===== config.mk =====
export PLATFORM = sky130hd
export DESIGN_NAME = n163_mapper
export DESIGN_NICKNAME = d
export VERILOG_FILES = /design/src/rtl/n163_pkg.sv /design/src/rtl/n163_bank_regs.sv /design/src/rtl/n163_cpu_port.sv /design/src/rtl/n163_irq_counter.sv /design/src/rtl/n163_mapper.sv
export VERILOG_INCLUDE_DIRS = /design/src /design/src/rtl
export SDC_FILE = /design/constraint.sdc
export NUM_CORES = 1
export LEC_CHECK = 0
export ABC_CLOCK_PERIOD_IN_PS = 3600
export BUFFER_PORTS_ARGS = -buffer_cell sky130_fd_sc_hd__buf_2
export CORE_ASPECT_RATIO = 1.75
export CORE_MARGIN = 2
export CORE_UTILIZATION = 30
export DETAILED_ROUTE_END_ITERATION = 10
export GPL_TIMING_DRIVEN = 0
export PLACE_DENSITY_LB_ADDON = 0.1
export SLEW_MARGIN = 20
export SYNTH_ARGS = -nofsm -noshare
export SYNTH_HDL_FRONTEND = slang
export SYNTH_SLANG_ARGS = --single-unit
export TNS_END_PERCENT = 30

===== constraint.sdc =====
create_clock -name clk20 -period 3.6 [get_ports clk20]
set_clock_uncertainty 0.15 [all_clocks]
set_input_delay 0.36 -clock clk20 [delete_from_list [all_inputs] [get_ports clk20]]
set_output_delay 0.36 -clock clk20 [all_outputs]
set_load 0.02 [all_outputs]

===== src/rtl/n163_cfg.svh =====
// address decode values, bank masks and fixed address bits for the n163 mapper, include where needed
`ifndef N163_CFG_SVH
`define N163_CFG_SVH

// bank masks, all ones keeps the full 512k prg / 256k chr range
`define N163_PRG_MASK 6'b111111
`define N163_CHR_MASK 6'b111111

// mirroring loaded at reset, 1 = vertical
`define N163_VERTICAL 1'b1

// 2k pages of the $4000-$5fff register space (addr[15:11])
`define N163_PAGE_SOUND  5'b01001
`define N163_PAGE_IRQ_LO 5'b01010
`define N163_PAGE_IRQ_HI 5'b01011

// 2k pages of the control registers above the chr bank block
`define N163_PAGE_CTRL_E000 5'b11100
`define N163_PAGE_CTRL_E800 5'b11101
`define N163_PAGE_CTRL_F000 5'b11110

// work ram window $6000-$7fff lands here (prg address bits 21:13)
`define N163_WRAM_BANK 9'b111100000

// chr rom base (chr address bits 21:18)
`define N163_CHR_BASE 4'b1000

// decoded pattern bank count: eight 1k pattern slots plus four nametable slots
`define N163_CHR_REGS 12

`endif


===== src/rtl/n163_pkg.sv =====
// shared struct types for the n163 mapper: cpu bus, bank translation result, irq counter state
package n163_pkg;

	// strobed cpu bus, one clk20 cycle of ce per cpu cycle
	typedef struct packed {
		logic        ce;    // cpu cycle strobe
		logic        write; // high for a store
		logic [15:0] addr;
		logic [7:0]  wdata; // cpu data bus, also the open bus value on reads
	} cpu_bus_t;

	// result of the bank registers for the current cpu and ppu address
	typedef struct packed {
		logic [5:0] prg_bank; // prg address 18:13, masked
		logic [7:0] chr_bank; // chr address 17:10, masked
		logic       ciram_ce; // route to console vram instead of chr
		logic       vram_a10; // vram page select when ciram_ce is set
	} bank_map_t;

	// cycle counter and its interrupt flag
	typedef struct packed {
		logic [15:0] count; // bit 15 is the run enable
		logic        irq;
	} irq_state_t;

endpackage


===== src/rtl/n163_bank_regs.sv =====
// n163 bank register file: cpu writes at $8000-$f7ff, combinational prg and chr bank lookup
`timescale 1ns/1ns
`include "n163_cfg.svh"

module n163_bank_regs (
	input  logic                 clk20,
	input  logic                 reset,
	input  n163_pkg::cpu_bus_t   cpu,
	input  logic [13:0]          chr_addr,
	output n163_pkg::bank_map_t  map
);

	logic [7:0] chr_reg [0:`N163_CHR_REGS-1]; // $8000-$dfff, one per 2k page
	logic [5:0] prg89;
	logic [5:0] prg_ab;
	logic [5:0] prg_cd;
	logic [1:0] chr_en;  // per half of pattern space, 1 keeps chr rom
	logic [1:0] mirror;

	logic [4:0] page;
	logic [5:0] prg_raw;
	logic [5:0] prg_low_mask;
	logic [3:0] chr_sel;
	logic [7:0] chr_raw;
	logic       vram_bank;   // bank bits 17:15 all ones
	logic       pattern_ram;
	logic       fixed_a10;

	assign page = cpu.addr[15:11];

	always_ff @(posedge clk20) begin
		if (reset) begin
			for (int i = 0; i < `N163_CHR_REGS; i++) begin
				chr_reg[i] <= 8'h00;
			end
			prg89  <= 6'd0;
			prg_ab <= 6'd0;
			prg_cd <= 6'd0;
			chr_en <= 2'b00;
			mirror <= `N163_VERTICAL ? 2'b01 : 2'b10;
		end else if (cpu.ce && cpu.write) begin
			case (page)
				`N163_PAGE_CTRL_E000: {mirror, prg89}  <= cpu.wdata;
				`N163_PAGE_CTRL_E800: {chr_en, prg_ab} <= cpu.wdata;
				`N163_PAGE_CTRL_F000: prg_cd <= cpu.wdata[5:0];
				default: begin
					// $8000-$dfff, addr[14:11] picks the slot directly
					if (page[4] && page[3:0] < 4'(`N163_CHR_REGS)) begin
						chr_reg[page[3:0]] <= cpu.wdata;
					end
				end
			endcase
		end
	end

	// prg window select, $e000 window is fixed to the last bank
	always_comb begin
		case (cpu.addr[14:13])
			2'd0: prg_raw = prg89;
			2'd1: prg_raw = prg_ab;
			2'd2: prg_raw = prg_cd;
			default: prg_raw = 6'b111111;
		endcase
	end

	// below $8000 only the 32k block bits survive
	assign prg_low_mask = {4'b1111, {2{cpu.addr[15]}}};

	// nametable space reuses the last four slots
	assign chr_sel = chr_addr[13] ? {2'b10, chr_addr[11:10]} : {1'b0, chr_addr[12:10]};
	assign chr_raw = chr_reg[chr_sel];

	assign vram_bank   = &chr_raw[7:5];
	assign pattern_ram = vram_bank && !(chr_addr[12] ? chr_en[1] : chr_en[0]);

	// board mirroring, only seen while the address is not routed to vram
	always_comb begin
		case (mirror)
			2'b00: fixed_a10 = 1'b0;
			2'b01: fixed_a10 = chr_addr[10]; // vertical
			2'b10: fixed_a10 = chr_addr[11]; // horizontal
			default: fixed_a10 = 1'b1;
		endcase
	end

	always_comb begin
		map.prg_bank = prg_raw & `N163_PRG_MASK & prg_low_mask;
		map.chr_bank = {chr_raw[7:2] & `N163_CHR_MASK, chr_raw[1:0]};
		if (chr_addr[13]) begin
			map.ciram_ce = vram_bank;
		end else begin
			map.ciram_ce = pattern_ram;
		end
		map.vram_a10 = map.ciram_ce ? chr_raw[0] : fixed_a10; // bank bit 10
	end

endmodule


===== src/rtl/n163_cpu_port.sv =====
// n163 cpu side: register read mux, output enable, prg address and memory allow
`timescale 1ns/1ns
`include "n163_cfg.svh"

module n163_cpu_port (
	input  n163_pkg::cpu_bus_t    cpu,
	input  n163_pkg::bank_map_t   map,
	input  n163_pkg::irq_state_t  irq_state,
	output logic [7:0]            prg_dout,
	output logic                  prg_oe,
	output logic [21:0]           prg_aout,
	output logic                  prg_allow
);

	logic [4:0] page;
	logic       read;
	logic       is_wram;   // $6000-$7fff
	logic       is_rom;    // $8000-$ffff
	logic       is_mapper; // $4800-$5fff

	assign page      = cpu.addr[15:11];
	assign read      = !cpu.write;
	assign is_wram   = cpu.addr[15:13] == 3'b011;
	assign is_rom    = cpu.addr[15];
	assign is_mapper = (page == `N163_PAGE_SOUND) || (page == `N163_PAGE_IRQ_LO)
		|| (page == `N163_PAGE_IRQ_HI);

	always_comb begin
		case (page)
			`N163_PAGE_SOUND:  prg_dout = 8'h00; // no sound ram behind this port
			`N163_PAGE_IRQ_LO: prg_dout = irq_state.count[7:0];
			`N163_PAGE_IRQ_HI: prg_dout = irq_state.count[15:8];
			default:           prg_dout = cpu.wdata;
		endcase
	end

	// mapper drives the data bus for its own registers, wram and rom
	assign prg_oe = read && (is_mapper || is_wram || is_rom);

	always_comb begin
		if (is_wram) begin
			prg_aout = {`N163_WRAM_BANK, cpu.addr[12:0]};
		end else begin
			prg_aout = {3'b000, map.prg_bank, cpu.addr[12:0]};
		end
	end

	assign prg_allow = (is_rom && read) || is_wram; // rom is read only

endmodule


===== src/rtl/n163_irq_counter.sv =====
// n163 15-bit cpu cycle counter with saturation irq, loaded and read at $5000/$5800
`timescale 1ns/1ns
`include "n163_cfg.svh"

module n163_irq_counter (
	input  logic                  clk20,
	input  logic                  reset,
	input  n163_pkg::cpu_bus_t    cpu,
	output n163_pkg::irq_state_t  irq_state
);

	logic [15:0] count;
	logic [15:0] count_next;
	logic        irq;
	logic [4:0]  page;
	logic        count_up;
	logic        ack;     // any access to $5000-$5fff
	logic        load_lo;
	logic        load_hi;

	assign page       = cpu.addr[15:11];
	assign count_next = count + 16'd1;
	assign count_up   = count[15] && !(&count[14:0]); // runs until saturated
	assign ack        = (page == `N163_PAGE_IRQ_LO) || (page == `N163_PAGE_IRQ_HI);
	assign load_lo    = cpu.write && (page == `N163_PAGE_IRQ_LO);
	assign load_hi    = cpu.write && (page == `N163_PAGE_IRQ_HI);

	always_ff @(posedge clk20) begin
		if (reset) begin
			count <= 16'h0000;
			irq   <= 1'b0;
		end else if (cpu.ce) begin
			if (ack) begin
				irq <= 1'b0;
			end else if (count == 16'hFFFF) begin
				irq <= 1'b1;
			end

			// each byte loads independently, a load wins over the count
			if (load_lo) begin
				count[7:0] <= cpu.wdata;
			end else if (count_up) begin
				count[7:0] <= count_next[7:0];
			end

			if (load_hi) begin
				count[15:8] <= cpu.wdata;
			end else if (count_up) begin
				count[15:8] <= count_next[15:8];
			end
		end
	end

	assign irq_state.count = count;
	assign irq_state.irq   = irq;

endmodule


===== src/rtl/n163_mapper.sv =====
// n163 mapper top: bank registers and irq counter side by side, cpu port combines them
`timescale 1ns/1ns
`include "n163_cfg.svh"

module n163_mapper (
	input  logic                clk20,
	input  logic                reset,
	input  n163_pkg::cpu_bus_t  cpu,
	input  logic [13:0]         chr_addr,
	output logic [7:0]          prg_dout,
	output logic                prg_oe,
	output logic [21:0]         prg_aout,
	output logic                prg_allow,
	output logic [21:0]         chr_aout,
	output logic                vram_ce,
	output logic                vram_a10,
	output logic                irq
);

	n163_pkg::bank_map_t  map;
	n163_pkg::irq_state_t irq_state;

	n163_bank_regs u_bank (
		.clk20    (clk20),
		.reset    (reset),
		.cpu      (cpu),
		.chr_addr (chr_addr),
		.map      (map)
	);

	n163_irq_counter u_irq (
		.clk20     (clk20),
		.reset     (reset),
		.cpu       (cpu),
		.irq_state (irq_state)
	);

	n163_cpu_port u_port (
		.cpu       (cpu),
		.map       (map),
		.irq_state (irq_state),
		.prg_dout  (prg_dout),
		.prg_oe    (prg_oe),
		.prg_aout  (prg_aout),
		.prg_allow (prg_allow)
	);

	// chr side, 1k bank over the 10-bit in-page offset
	assign chr_aout = {`N163_CHR_BASE, map.chr_bank, chr_addr[9:0]};
	assign vram_ce  = map.ciram_ce;
	assign vram_a10 = map.vram_a10;
	assign irq      = irq_state.irq;

endmodule


==> impl_metrics.ini <==
[status]
status = complete, no violations

[synth]
synth.ff_latch_count = 135
synth-edff-count = 96
ys_top_cells_by_count = edfxtp_1 (96), and2_1 (84), mux2i_1 (45)
synth_most_common_cell = edfxtp_1
synth-async-reset-ratio_pct = 0
yosysTopAreaCellShare_pct = 40.68
seq_area_frac_synth_pct = 51.69
yosys_warnings = 0
syn_inst = 621
yosysTopAreaCell = edfxtp_1
ys.flop_type = edfxtp_1
syn_avg_cell_area_um2 = 11.41
synth.cell_area_um2 = 7087
synth.area.top_cells = edfxtp_1 (41%), dfxtp_1 (11%), and2_1 (7.4%), mux4_2 (7.3%), mux2i_1 (6.4%)
ys_types = 66

[sta]
slew_violations = 0
fmaxAchievable_mhz = 354.9
worst_pin_slew_ps = 974.8
hold_viol = 0
rsz0062_at_grt = no
post-route-min-period_ps = 2818
slew-limit-headroom_pct = 34.52
setup_violations = 0
fin_crit_sh_pct = 78.27
finalSetupTns_ps = 0

[cts]
cts_buffers = 17
clkTransAtPathRegs_ps = 60
cts.sinks = 135
clk_latency_ps = 410
cts_hold_buffers = 0
cts_root_buf = clkbuf_16
cts-resized-gates = 0
cts_max_path_buffers = 2
cts_tree = done
cts_max_level = 4
cts_setup_buffers = 0

[power]
p_per_area_nw_per_um2 = 469.1
vdd_drop_max_mv = 0.2625
p_leak_nw = 3.318

[detailed_routing]
via_per_inst = 5.055
wl_per_cell_um = 20.99
wl_um = 21650
drc = 0
vias = 5212
first_iter_violations = 229
ant_nets = 0
dr.pass1.iters = 5

[global_route]
grt_pass1_vias = 5330
grt_remaining_overflow = 0
gr-usage-all-layers_pct = 17.93
antenna_found_initial = 0
grt_pass1_wl_um = 32910
grt_start_max_net_pins = 17

[hold_path]
min_path_cells = 4
hold_path_class = input pin to register

[cells_and_area]
area_growth_pct = 19.90
final_area_um2 = 8497
fin_util_pct = 36.56
n_antenna_cell = 0
drive_above_1_share_pct = 26.55
final_nets = 757
largest_register_ffs = 96
fillCellCount = 2318

[die]
core_region_area_um2 = 23240
start_util_pct = 30.49
pin_count = 99
fp-row-count = 74
fp.dieH_um = 207.3
die_x_um = 120.2
fp.dieArea_um2 = 24920

[placed_design]
io_buffers = 66
post_dp_cell_area_um2 = 7855
gp_congestion = 0.8920
dp_hpwl_um = 16180

[flow_run]
cap_viol_max_count = 0

[worst_setup_path]
end_kind = output port
path_max_fanout = 10
r2r_cells = 6
startpoint_type = input pin
worst_ep_required_time_ps = 3090
cp.arrival_ps = 2310
path_class = input pin to output port
-- report_power, final --
group	switching, W	leakage (nW)	total (W)	internal [W]
sequential	0.0000159	1.23	0.00173	0.00172
clock	0.000689	0.314	0.00184	0.00115
combinational	0.000261	1.78	0.000410	0.000149
total	0.000965	3.32	0.00399	0.00302
-- stage by stage --
step | total power, W | cells | worst slack, ps | hold WS, ps
floorplan | 0.002022 | 623 | 1049 | 298.9
global placement | 0.002177 | 993 | 195.2 | 321.9
detailed placement | 0.002187 | 999 | 611.9 | 333.6
CTS | 0.004020 | 1031 | 738.1 | 153.1
global route | 0.004107 | 1031 | 677.5 | 199.8
finish | 0.003986 | 1031 | 782.4 | 180.1
-- critical path, cell delays in order --
cell and delay [ps]:
buf_2 100, clkbuf_1 630, mux2_2 440, o41ai_2 310
and3_4 250, o31ai_2 60, buf_2 160
-- final cells by class --
type	count	area, µm²	share of cell area [%]
buffer	77	452.9	5.331
clock inverter	6	45.04	0.5301
clock buffer	26	596.8	7.024
sequential	135	3664	43.12
tap	304	380.4	4.477
multi-input combinational	407	2968	34.93
inverter	4	15.01	0.1767
timing repair buffer	72	375.4	4.418
-- cell usage in the layout (no fill, tap or decap), types with 3 or more instances in the layout --
| cell type | count |
|---|---|
| nand3_1 | 15 |
| o221a_2 | 3 |
| and3_1 | 8 |
| or2_2 | 5 |
| o21ai_0 | 23 |
| inv_1 | 4 |
| or3_1 | 4 |
| a32o_1 | 5 |
| mux2_2 | 5 |
| o21ai_1 | 11 |
| buf_4 | 38 |
| a21oi_1 | 13 |
| edfxtp_1 | 96 |
| clkinv_4 | 3 |
| nand2b_1 | 5 |
| and2_1 | 84 |
| conb_1 | 4 |
| nor2_1 | 44 |
| nor3_1 | 17 |
| clkbuf_16 | 23 |
| buf_2 | 76 |
| nand2_1 | 34 |
| mux4_2 | 23 |
| nand4_1 | 3 |
| o31ai_1 | 5 |
| mux2i_1 | 45 |
| dfxtp_1 | 39 |
| clkbuf_1 | 32 |
| nor4_1 | 5 |
| o211ai_1 | 3 |
-- logic make-up (layout without fill, tap and decap cells) --
kind of cell / after synthesis / in the layout / synth area share (%)
other: 2 / 4 / 0.1060
DFF: 135 / 135 / 51.69
buffers and inverters: 81 / 185 / 6.603
muxes: 73 / 73 / 14.46
adders and majority gates: 1 / 1 / 0.1765
AOI/OAI and AO/OA: 87 / 87 / 8.316
and+or+nand+nor: 242 / 242 / 18.64
-- metal layers --
layer,vias up,routed length (µm),global-route usage (%)
li1,2436,-,-
met1,2542,7865,18.99
met2,195,12000,33.88
met3,39,878,2.582
met4,0,905,8.763
met5,-,0,0
-- final timing paths --
kind	start	endpoint	slack (ps)
hold reg to reg	u_bank.prg89[4]	u_bank.prg89[4]	340
setup reg to reg	u_irq.count[0]	u_irq.count[7]	1160
hold / removal	cpu[7]	u_irq.count[7]	180
setup / recovery	chr_addr[12]	vram_a10	780
No activity file was read; power rests on OpenSTA's default activity.
